$ cat src/uart_frame_pkg.sv
// 8N1 frame layout with start bit low, data bits LSB first and one stop bit high
// Parity and other frame lengths are not supported
package uart_frame_pkg;

  typedef logic [7:0] uart_byte_t;

  localparam int unsigned DATA_BITS = 8;
  localparam int unsigned STOP_IDX  = DATA_BITS + 1;  // Start bit sits at index 0

  // The idle line sits at the stop bit level
  localparam logic LINE_IDLE = 1'b1;

endpackage

$ cat src/uart_timing_pkg.sv
// Bit-timing types shared by the serializer and deserializer
// A bit period is limited to 65535 clock cycles
package uart_timing_pkg;

  // Cycle count within one bit period
  typedef logic [15:0] cycle_cnt_t;

  // Position within a frame from the start bit at 0 to the stop bit at 9
  typedef logic [3:0] bit_idx_t;

endpackage
$ cat src/uart_top.sv
// UART with transmit and receive byte queues and plain strobe host access
// CLK_FREQ must be a whole multiple of BAUD; DEPTH is a power of two of at least 2
module uart_top #(
  parameter int unsigned CLK_FREQ = 50_000_000,
  parameter int unsigned BAUD     = 115_200,
  parameter int unsigned DEPTH    = 4
) (
  input  logic                       clk_i,
  input  logic                       rst_ni,

  // Host side
  input  uart_frame_pkg::uart_byte_t tx_data_i,
  input  logic                       tx_write_i,
  output logic                       tx_full_o,
  output uart_frame_pkg::uart_byte_t rx_data_o,
  input  logic                       rx_read_i,
  output logic                       rx_empty_o,
  output logic                       frame_err_o,

  // Serial line
  output logic                       tx_o,
  input  logic                       rx_i
);

  localparam int unsigned CYCLES_PER_BIT = CLK_FREQ / BAUD;

  uart_frame_pkg::uart_byte_t tx_fifo_data;
  logic                       tx_fifo_empty;
  logic                       tx_fifo_pop;

  uart_frame_pkg::uart_byte_t rx_push_data;
  logic                       rx_push;
  logic                       rx_fifo_full;

  uart_fifo #(
    .DEPTH (DEPTH)
  ) u_tx_fifo (
    .clk_i   (clk_i),
    .rst_ni  (rst_ni),
    .push_i  (tx_write_i),
    .data_i  (tx_data_i),
    .pop_i   (tx_fifo_pop),
    .data_o  (tx_fifo_data),
    .full_o  (tx_full_o),
    .empty_o (tx_fifo_empty)
  );

  uart_tx #(
    .CYCLES_PER_BIT (CYCLES_PER_BIT)
  ) u_tx (
    .clk_i        (clk_i),
    .rst_ni       (rst_ni),
    .fifo_data_i  (tx_fifo_data),
    .fifo_empty_i (tx_fifo_empty),
    .fifo_pop_o   (tx_fifo_pop),
    .tx_o         (tx_o)
  );

  uart_rx #(
    .CYCLES_PER_BIT (CYCLES_PER_BIT)
  ) u_rx (
    .clk_i       (clk_i),
    .rst_ni      (rst_ni),
    .rx_i        (rx_i),
    .fifo_full_i (rx_fifo_full),
    .fifo_push_o (rx_push),
    .fifo_data_o (rx_push_data),
    .frame_err_o (frame_err_o)
  );

  uart_fifo #(
    .DEPTH (DEPTH)
  ) u_rx_fifo (
    .clk_i   (clk_i),
    .rst_ni  (rst_ni),
    .push_i  (rx_push),
    .data_i  (rx_push_data),
    .pop_i   (rx_read_i),
    .data_o  (rx_data_o),
    .full_o  (rx_fifo_full),
    .empty_o (rx_empty_o)
  );

endmodule

$ cat src/uart_rx.sv
// 8N1 deserializer. Start bit is checked after half a bit period, then one sample per period
// A byte that arrives while the queue is full is lost. CYCLES_PER_BIT must be at least 2
module uart_rx #(
  parameter int unsigned CYCLES_PER_BIT = 16
) (
  input  logic                       clk_i,
  input  logic                       rst_ni,

  input  logic                       rx_i,

  input  logic                       fifo_full_i,
  output logic                       fifo_push_o,
  output uart_frame_pkg::uart_byte_t fifo_data_o,

  output logic                       frame_err_o
);

  localparam uart_timing_pkg::cycle_cnt_t BIT_LAST =
    uart_timing_pkg::cycle_cnt_t'(CYCLES_PER_BIT - 1);
  localparam uart_timing_pkg::cycle_cnt_t HALF_LAST =
    uart_timing_pkg::cycle_cnt_t'(CYCLES_PER_BIT / 2 - 1);
  localparam uart_timing_pkg::bit_idx_t LAST_DATA_POS =
    uart_timing_pkg::bit_idx_t'(uart_frame_pkg::STOP_IDX - 1);

  typedef enum logic [1:0] {
    IDLE,
    START,
    DATA,
    STOP
  } rx_state_e;

  logic [1:0]                  sync_q;
  logic                        rx_s;
  rx_state_e                   state_q;
  uart_timing_pkg::cycle_cnt_t cnt_q;
  uart_timing_pkg::bit_idx_t   idx_q;
  uart_frame_pkg::uart_byte_t  data_q;
  logic                        stop_sample;

  assign rx_s = sync_q[1];

  always_ff @(posedge clk_i) begin
    if (!rst_ni) begin
      sync_q <= {2{uart_frame_pkg::LINE_IDLE}};  // No false start out of reset
    end else begin
      sync_q <= {sync_q[0], rx_i};
    end
  end

  assign stop_sample = (state_q == STOP) && (cnt_q == BIT_LAST);

  assign fifo_push_o = stop_sample && (rx_s == uart_frame_pkg::LINE_IDLE) && !fifo_full_i;
  assign fifo_data_o = data_q;

  always_ff @(posedge clk_i) begin
    if (!rst_ni) begin
      state_q     <= IDLE;
      cnt_q       <= '0;
      idx_q       <= '0;
      frame_err_o <= 1'b0;
    end else begin
      frame_err_o <= stop_sample && (rx_s != uart_frame_pkg::LINE_IDLE);
      cnt_q       <= cnt_q + 1'b1;
      case (state_q)
        IDLE: begin
          cnt_q <= '0;
          if (rx_s != uart_frame_pkg::LINE_IDLE) begin
            state_q <= START;
          end
        end
        START: begin
          if (cnt_q == HALF_LAST) begin
            cnt_q <= '0;
            idx_q <= uart_timing_pkg::bit_idx_t'(1);  // First data bit position
            // Line back high at mid start bit means a glitch
            state_q <= (rx_s == uart_frame_pkg::LINE_IDLE) ? IDLE : DATA;
          end
        end
        DATA: begin
          if (cnt_q == BIT_LAST) begin
            cnt_q <= '0;
            idx_q <= idx_q + 1'b1;
            if (idx_q == LAST_DATA_POS) begin
              state_q <= STOP;
            end
          end
        end
        STOP: begin
          if (stop_sample) begin
            state_q <= IDLE;
          end
        end
        default: state_q <= IDLE;
      endcase
    end
  end

  always_ff @(posedge clk_i) begin
    if ((state_q == DATA) && (cnt_q == BIT_LAST)) begin
      data_q <= {rx_s, data_q[uart_frame_pkg::DATA_BITS-1:1]};  // LSB first
    end
  end

endmodule

$ cat src/uart_tx.sv
// 8N1 serializer. Pops a byte when idle and drives the start bit two cycles after the write
// Frames run back to back while the queue has data. CYCLES_PER_BIT must be at least 2
module uart_tx #(
  parameter int unsigned CYCLES_PER_BIT = 16
) (
  input  logic                       clk_i,
  input  logic                       rst_ni,

  input  uart_frame_pkg::uart_byte_t fifo_data_i,
  input  logic                       fifo_empty_i,
  output logic                       fifo_pop_o,

  output logic                       tx_o
);

  localparam uart_timing_pkg::cycle_cnt_t BIT_LAST =
    uart_timing_pkg::cycle_cnt_t'(CYCLES_PER_BIT - 1);
  localparam uart_timing_pkg::bit_idx_t STOP_POS =
    uart_timing_pkg::bit_idx_t'(uart_frame_pkg::STOP_IDX);

  typedef enum logic {
    IDLE,
    SEND
  } tx_state_e;

  tx_state_e                   state_q;
  uart_timing_pkg::cycle_cnt_t cnt_q;
  uart_timing_pkg::bit_idx_t   idx_q;
  logic [uart_frame_pkg::DATA_BITS+1:0] frame_q;  // Stop, data, start; LSB goes out first

  logic bit_end;
  logic frame_done;
  logic load;

  assign bit_end    = (state_q == SEND) && (cnt_q == BIT_LAST);
  assign frame_done = bit_end && (idx_q == STOP_POS);

  // Next byte is taken when idle or right at the end of the stop bit
  assign load       = !fifo_empty_i && ((state_q == IDLE) || frame_done);
  assign fifo_pop_o = load;

  always_ff @(posedge clk_i) begin
    if (!rst_ni) begin
      state_q <= IDLE;
      cnt_q   <= '0;
      idx_q   <= '0;
      tx_o    <= uart_frame_pkg::LINE_IDLE;
    end else begin
      // Line follows the frame register one cycle late
      tx_o <= (state_q == SEND) ? frame_q[0] : uart_frame_pkg::LINE_IDLE;

      if (load) begin
        state_q <= SEND;
        cnt_q   <= '0;
        idx_q   <= '0;
      end else if (frame_done) begin
        state_q <= IDLE;
      end else if (bit_end) begin
        cnt_q <= '0;
        idx_q <= idx_q + 1'b1;
      end else if (state_q == SEND) begin
        cnt_q <= cnt_q + 1'b1;
      end
    end
  end

  always_ff @(posedge clk_i) begin
    if (load) begin
      frame_q <= {uart_frame_pkg::LINE_IDLE, fifo_data_i, ~uart_frame_pkg::LINE_IDLE};
    end else if (bit_end) begin
      frame_q <= {uart_frame_pkg::LINE_IDLE, frame_q[uart_frame_pkg::DATA_BITS+1:1]};
    end
  end

endmodule

$ cat src/uart_fifo.sv
// Byte queue with first-word fall-through; data_o is valid while empty_o is low
// DEPTH must be a power of two of at least 2. Push when full and pop when empty are dropped
module uart_fifo #(
  parameter int unsigned DEPTH = 4
) (
  input  logic                       clk_i,
  input  logic                       rst_ni,

  input  logic                       push_i,
  input  uart_frame_pkg::uart_byte_t data_i,

  input  logic                       pop_i,
  output uart_frame_pkg::uart_byte_t data_o,

  output logic                       full_o,
  output logic                       empty_o
);

  localparam int unsigned PTR_W = $clog2(DEPTH);
  localparam int unsigned CNT_W = $clog2(DEPTH + 1);

  uart_frame_pkg::uart_byte_t mem_q [DEPTH];

  logic [PTR_W-1:0] wr_ptr_q;
  logic [PTR_W-1:0] rd_ptr_q;
  logic [CNT_W-1:0] count_q;
  logic             do_push;
  logic             do_pop;

  assign full_o  = (count_q == CNT_W'(DEPTH));
  assign empty_o = (count_q == '0);

  assign do_push = push_i && !full_o;
  assign do_pop  = pop_i && !empty_o;

  assign data_o = mem_q[rd_ptr_q];  // Head shown without a read

  always_ff @(posedge clk_i) begin
    if (do_push) begin
      mem_q[wr_ptr_q] <= data_i;
    end
  end

  always_ff @(posedge clk_i) begin
    if (!rst_ni) begin
      wr_ptr_q <= '0;
      rd_ptr_q <= '0;
      count_q  <= '0;
    end else begin
      if (do_push) begin
        wr_ptr_q <= wr_ptr_q + 1'b1;  // Wraps at DEPTH
      end
      if (do_pop) begin
        rd_ptr_q <= rd_ptr_q + 1'b1;
      end
      // Push and pop together leave the count alone
      case ({do_push, do_pop})
        2'b10:   count_q <= count_q + 1'b1;
        2'b01:   count_q <= count_q - 1'b1;
        default: count_q <= count_q;
      endcase
    end
  end

endmodule

$ cat config.mk
export PLATFORM = sky130hd
export DESIGN_NAME = uart_top
export DESIGN_NICKNAME = d
export VERILOG_FILES = /design/src/uart_frame_pkg.sv /design/src/uart_timing_pkg.sv /design/src/uart_top.sv /design/src/uart_rx.sv /design/src/uart_tx.sv /design/src/uart_fifo.sv
export SDC_FILE = /design/constraint.sdc
export NUM_CORES = 1
export LEC_CHECK = 0
export ABC_AREA = 0
export BUFFER_PORTS_ARGS = -buffer_cell sky130_fd_sc_hd__buf_4
export CORE_ASPECT_RATIO = 1.4
export CORE_MARGIN = 8
export CORE_UTILIZATION = 45
export CTS_CLUSTER_SIZE = 28
export DETAILED_ROUTE_END_ITERATION = 12
export GPL_ROUTABILITY_DRIVEN = 0
export GPL_TIMING_DRIVEN = 0
export PLACE_DENSITY_LB_ADDON = 0.1
export SLEW_MARGIN = 20
export SYNTH_ARGS = -nofsm -noshare
export SYNTH_HDL_FRONTEND = slang
export SYNTH_SLANG_ARGS = --single-unit
$ cat constraint.sdc
create_clock -name clk_i -period 7.8 [get_ports clk_i]
set_clock_uncertainty 0.15 [all_clocks]
set_input_delay 0.39 -clock clk_i [delete_from_list [all_inputs] [get_ports clk_i]]
set_output_delay 0.39 -clock clk_i [all_outputs]
set_load 0.05 [all_outputs]
==> impl_metrics.tcl <==
set metrics [dict create \
    portBuffers 24 \
    syn_nets 528 \
    synth.avg_cell_area_um2 12.7 \
    clock_path_buffers 2 \
    fp.coreArea_um2 13500 \
    post_cts_buffers 0 \
    syn_to_final_growth_pct 15.8 \
    ios 25 \
    synth_cells 488 \
    num_rows 50 \
    synth_area_leader_cell "edfxtp_1" \
    num_antenna_cells 0 \
    fin_ws_ps 4320 \
    synth_area_um2 6200 \
    cts_hold_buf 0 \
    avgViaCountPerCell 5.22 \
    crit_type "register to register" \
    post-route-period-util 0.446 \
    pre_cts_ws_ps 4340 \
    cts.sinks 146 \
    wirelength_um 11100 \
    gr-total-overflow 0 \
    ys_top_cells_by_area "edfxtp_1 39%, dfxtp_1 21%, mux4_2 5.8%" \
    final_cells 726 \
    grt_use_total 0.134 \
    worstMarginPinSlew_ps 746 \
    clk_latency_ps 410 \
    synthArstFlopShare 0 \
    initial_core_util 0.461 \
    ant_nets 0 \
    antenna_found_initial 0 \
    finalMaxSlewViolations 0 \
    dpl.cell_count 694 \
    synth_top_cell_area_share 0.388 \
    worstSetupStartpointType "register" \
    cts_resized 0 \
    synth_edf_count 80 \
    hp-class "primary input to register" \
    power_density_nw_per_um2 284 \
    cellLeakagePower_nw 2.51 \
    ys_seq_area_frac 0.601 \
    die_h_um 155 \
    yosysWarnings 0 \
    fin_tns_setup_ps 0 \
    arrival_ps 3670 \
    ir_drop_uv 175 \
    max-cap-violations 0 \
    drtIter0Drc 137 \
    critPathRequiredTime_ps 7990 \
    clockRootBuffer "clkbuf_16" \
    hold_violations 0 \
    end_kind "register" \
    ys.flop_type "edfxtp_1" \
    dieArea_um2 17800 \
    relSlewSlack 0.502 \
    setup_violations 0 \
    die_width_um 115 \
    post_drt_wl_per_cell_um 15.3 \
    finalCriticalPeriod_ps 3480 \
    grt_pass1_vias 3921 \
    cts_tree "built" \
    cts_buffers 17 \
    ys_seq_elements 146 \
    crit_fanout 10 \
    status "complete, no violations" \
    cts.clk_slew.worst_paths_ps 60 \
    fmax_mhz 288 \
    layout-drive-gt1-share 0.162 \
    htree_levels 4 \
    layout.nets 571 \
    drt_first_pass_iters 4 \
    rsz0062_at_grt "false" \
    grt_max_degree 17 \
    synth_cell_types 59 \
    grt_pass1_wl_um 18700 \
    dp_hpwl_um 7630 \
    remaining_drc_errors 0 \
    dr_total_vias 3787 \
    num-fill-cells 1202 \
]
routing by layer:
layer	share of wire	vias to the layer above	global-route usage
met4	0.013	0	0.0540
met5	0	-	0
met1	0.44	1853	0.154
li1	-	1878	-
met2	0.52	41	0.232
met3	0.027	15	0.0322
Yosys cell counts, drive strengths merged, types with 2 or more instances:
library cell	number
ha	25
nand2	22
o21ai	19
clkbuf	10
nand4b	3
and3	8
nand2b	3
and4	6
or2	2
nor2	53
nand4	5
fa	2
o41ai	3
mux4	16
xor2	21
nor4	3
a41oi	3
dfxtp	66
inv	22
and2	10
mux2i	6
buf	4
nor2b	2
nand3	16
a22o	7
a211oi	3
or4	5
a21oi	23
nand3b	2
xnor2	10
o211ai	2
or3	9
edfxtp	80
nor3	4
state kept, by name (all words and copies together), names as in the netlist, 2 cells and up, named ones only:
| name | count |
|---|---|
| u_rx_fifo.mem_q | 32 |
| u_tx_fifo.mem_q | 32 |
| u_rx.cnt_q | 16 |
| u_tx.cnt_q | 16 |
| u_tx.frame_q | 9 |
| u_rx.fifo_data_o | 8 |
| u_rx.idx_q | 4 |
| u_tx.idx_q | 4 |
| u_rx_fifo.count_q | 3 |
| u_tx_fifo.count_q | 3 |
| u_rx.sync_q | 2 |
| u_rx_fifo.rd_ptr_q | 2 |
| u_rx_fifo.wr_ptr_q | 2 |
| u_tx_fifo.rd_ptr_q | 2 |
| u_tx_fifo.wr_ptr_q | 2 |
kinds of logic after synthesis:
family / after synthesis / share of synthesized area
muxes: 23 / 0.0697
xor gates and xnor gates: 31 / 0.0438
and+or+nand+nor: 156 / 0.134
adders and majority gates: 27 / 0.0569
buffers and inverters: 36 / 0.0220
DFF: 146 / 0.601
AOI/OAI and AO/OA: 69 / 0.0727
stage by stage:
stage	power, mW	util	hold slack, ps	cell area, um2
after detailed placement	1.27	0.491	241	6610
after global placement	1.26	0.491	240	6610
after CTS	2.06	0.534	9.21	7180
final	2.04	0.534	24.1	7180
after floorplan	1.18	-	236	6200
after global routing	2.13	0.534	9.04	7180
final timing paths:
kind                  start               endpoint  slack [ps]  cells past startpoint
max           u_tx.cnt_q[0]   u_tx_fifo.count_q[2]        4320                     10
min reg2reg  u_rx.sync_q[0]         u_rx.sync_q[1]         250                      1
min            tx_data_i[4]  u_tx_fifo.mem_q[2][4]          20                      1
max reg2reg   u_tx.cnt_q[0]   u_tx_fifo.count_q[2]        4320                     10
final cells by class:
cell class                 count  area [um2]  area share
multi-input combinational    306        2340       0.326
inverter                      22        82.6      0.0115
timing repair buffer          24         180      0.0251
tap                          182         228      0.0317
buffer                        14        53.8     0.00749
clock buffer                  17         425      0.0593
clock inverter                15         149      0.0207
sequential                   146        3720       0.519
placed cells by master, fill, tap and decap left out, drive strengths merged, types with 21 or more instances in the layout:
| cell | instances |
|---|---|
| edfxtp | 80 |
| dfxtp | 66 |
| nor2 | 53 |
| inv | 29 |
| buf | 28 |
| clkbuf | 27 |
| ha | 25 |
| a21oi | 23 |
| nand2 | 22 |
| xor2 | 21 |
report_power, final:
part           internal [mW]  total (mW)  switching (mW)
clock                  0.449       0.783           0.334
combinational          0.127       0.325           0.198
sequential             0.893       0.930          0.0369
total                   1.47        2.04           0.569
worst max-delay path, stage by stage, from the launching register on:
cell and delay (ps):
dfxtp_1 400, ha_1 160, nor4bb_1 520, and4_1 350
a21oi_1 130, nor2_1 620, ha_1 330, fa_1 200
xnor2_1 90, or3_1 310, a21oi_1 140
(Power assumes the default switching activity.)
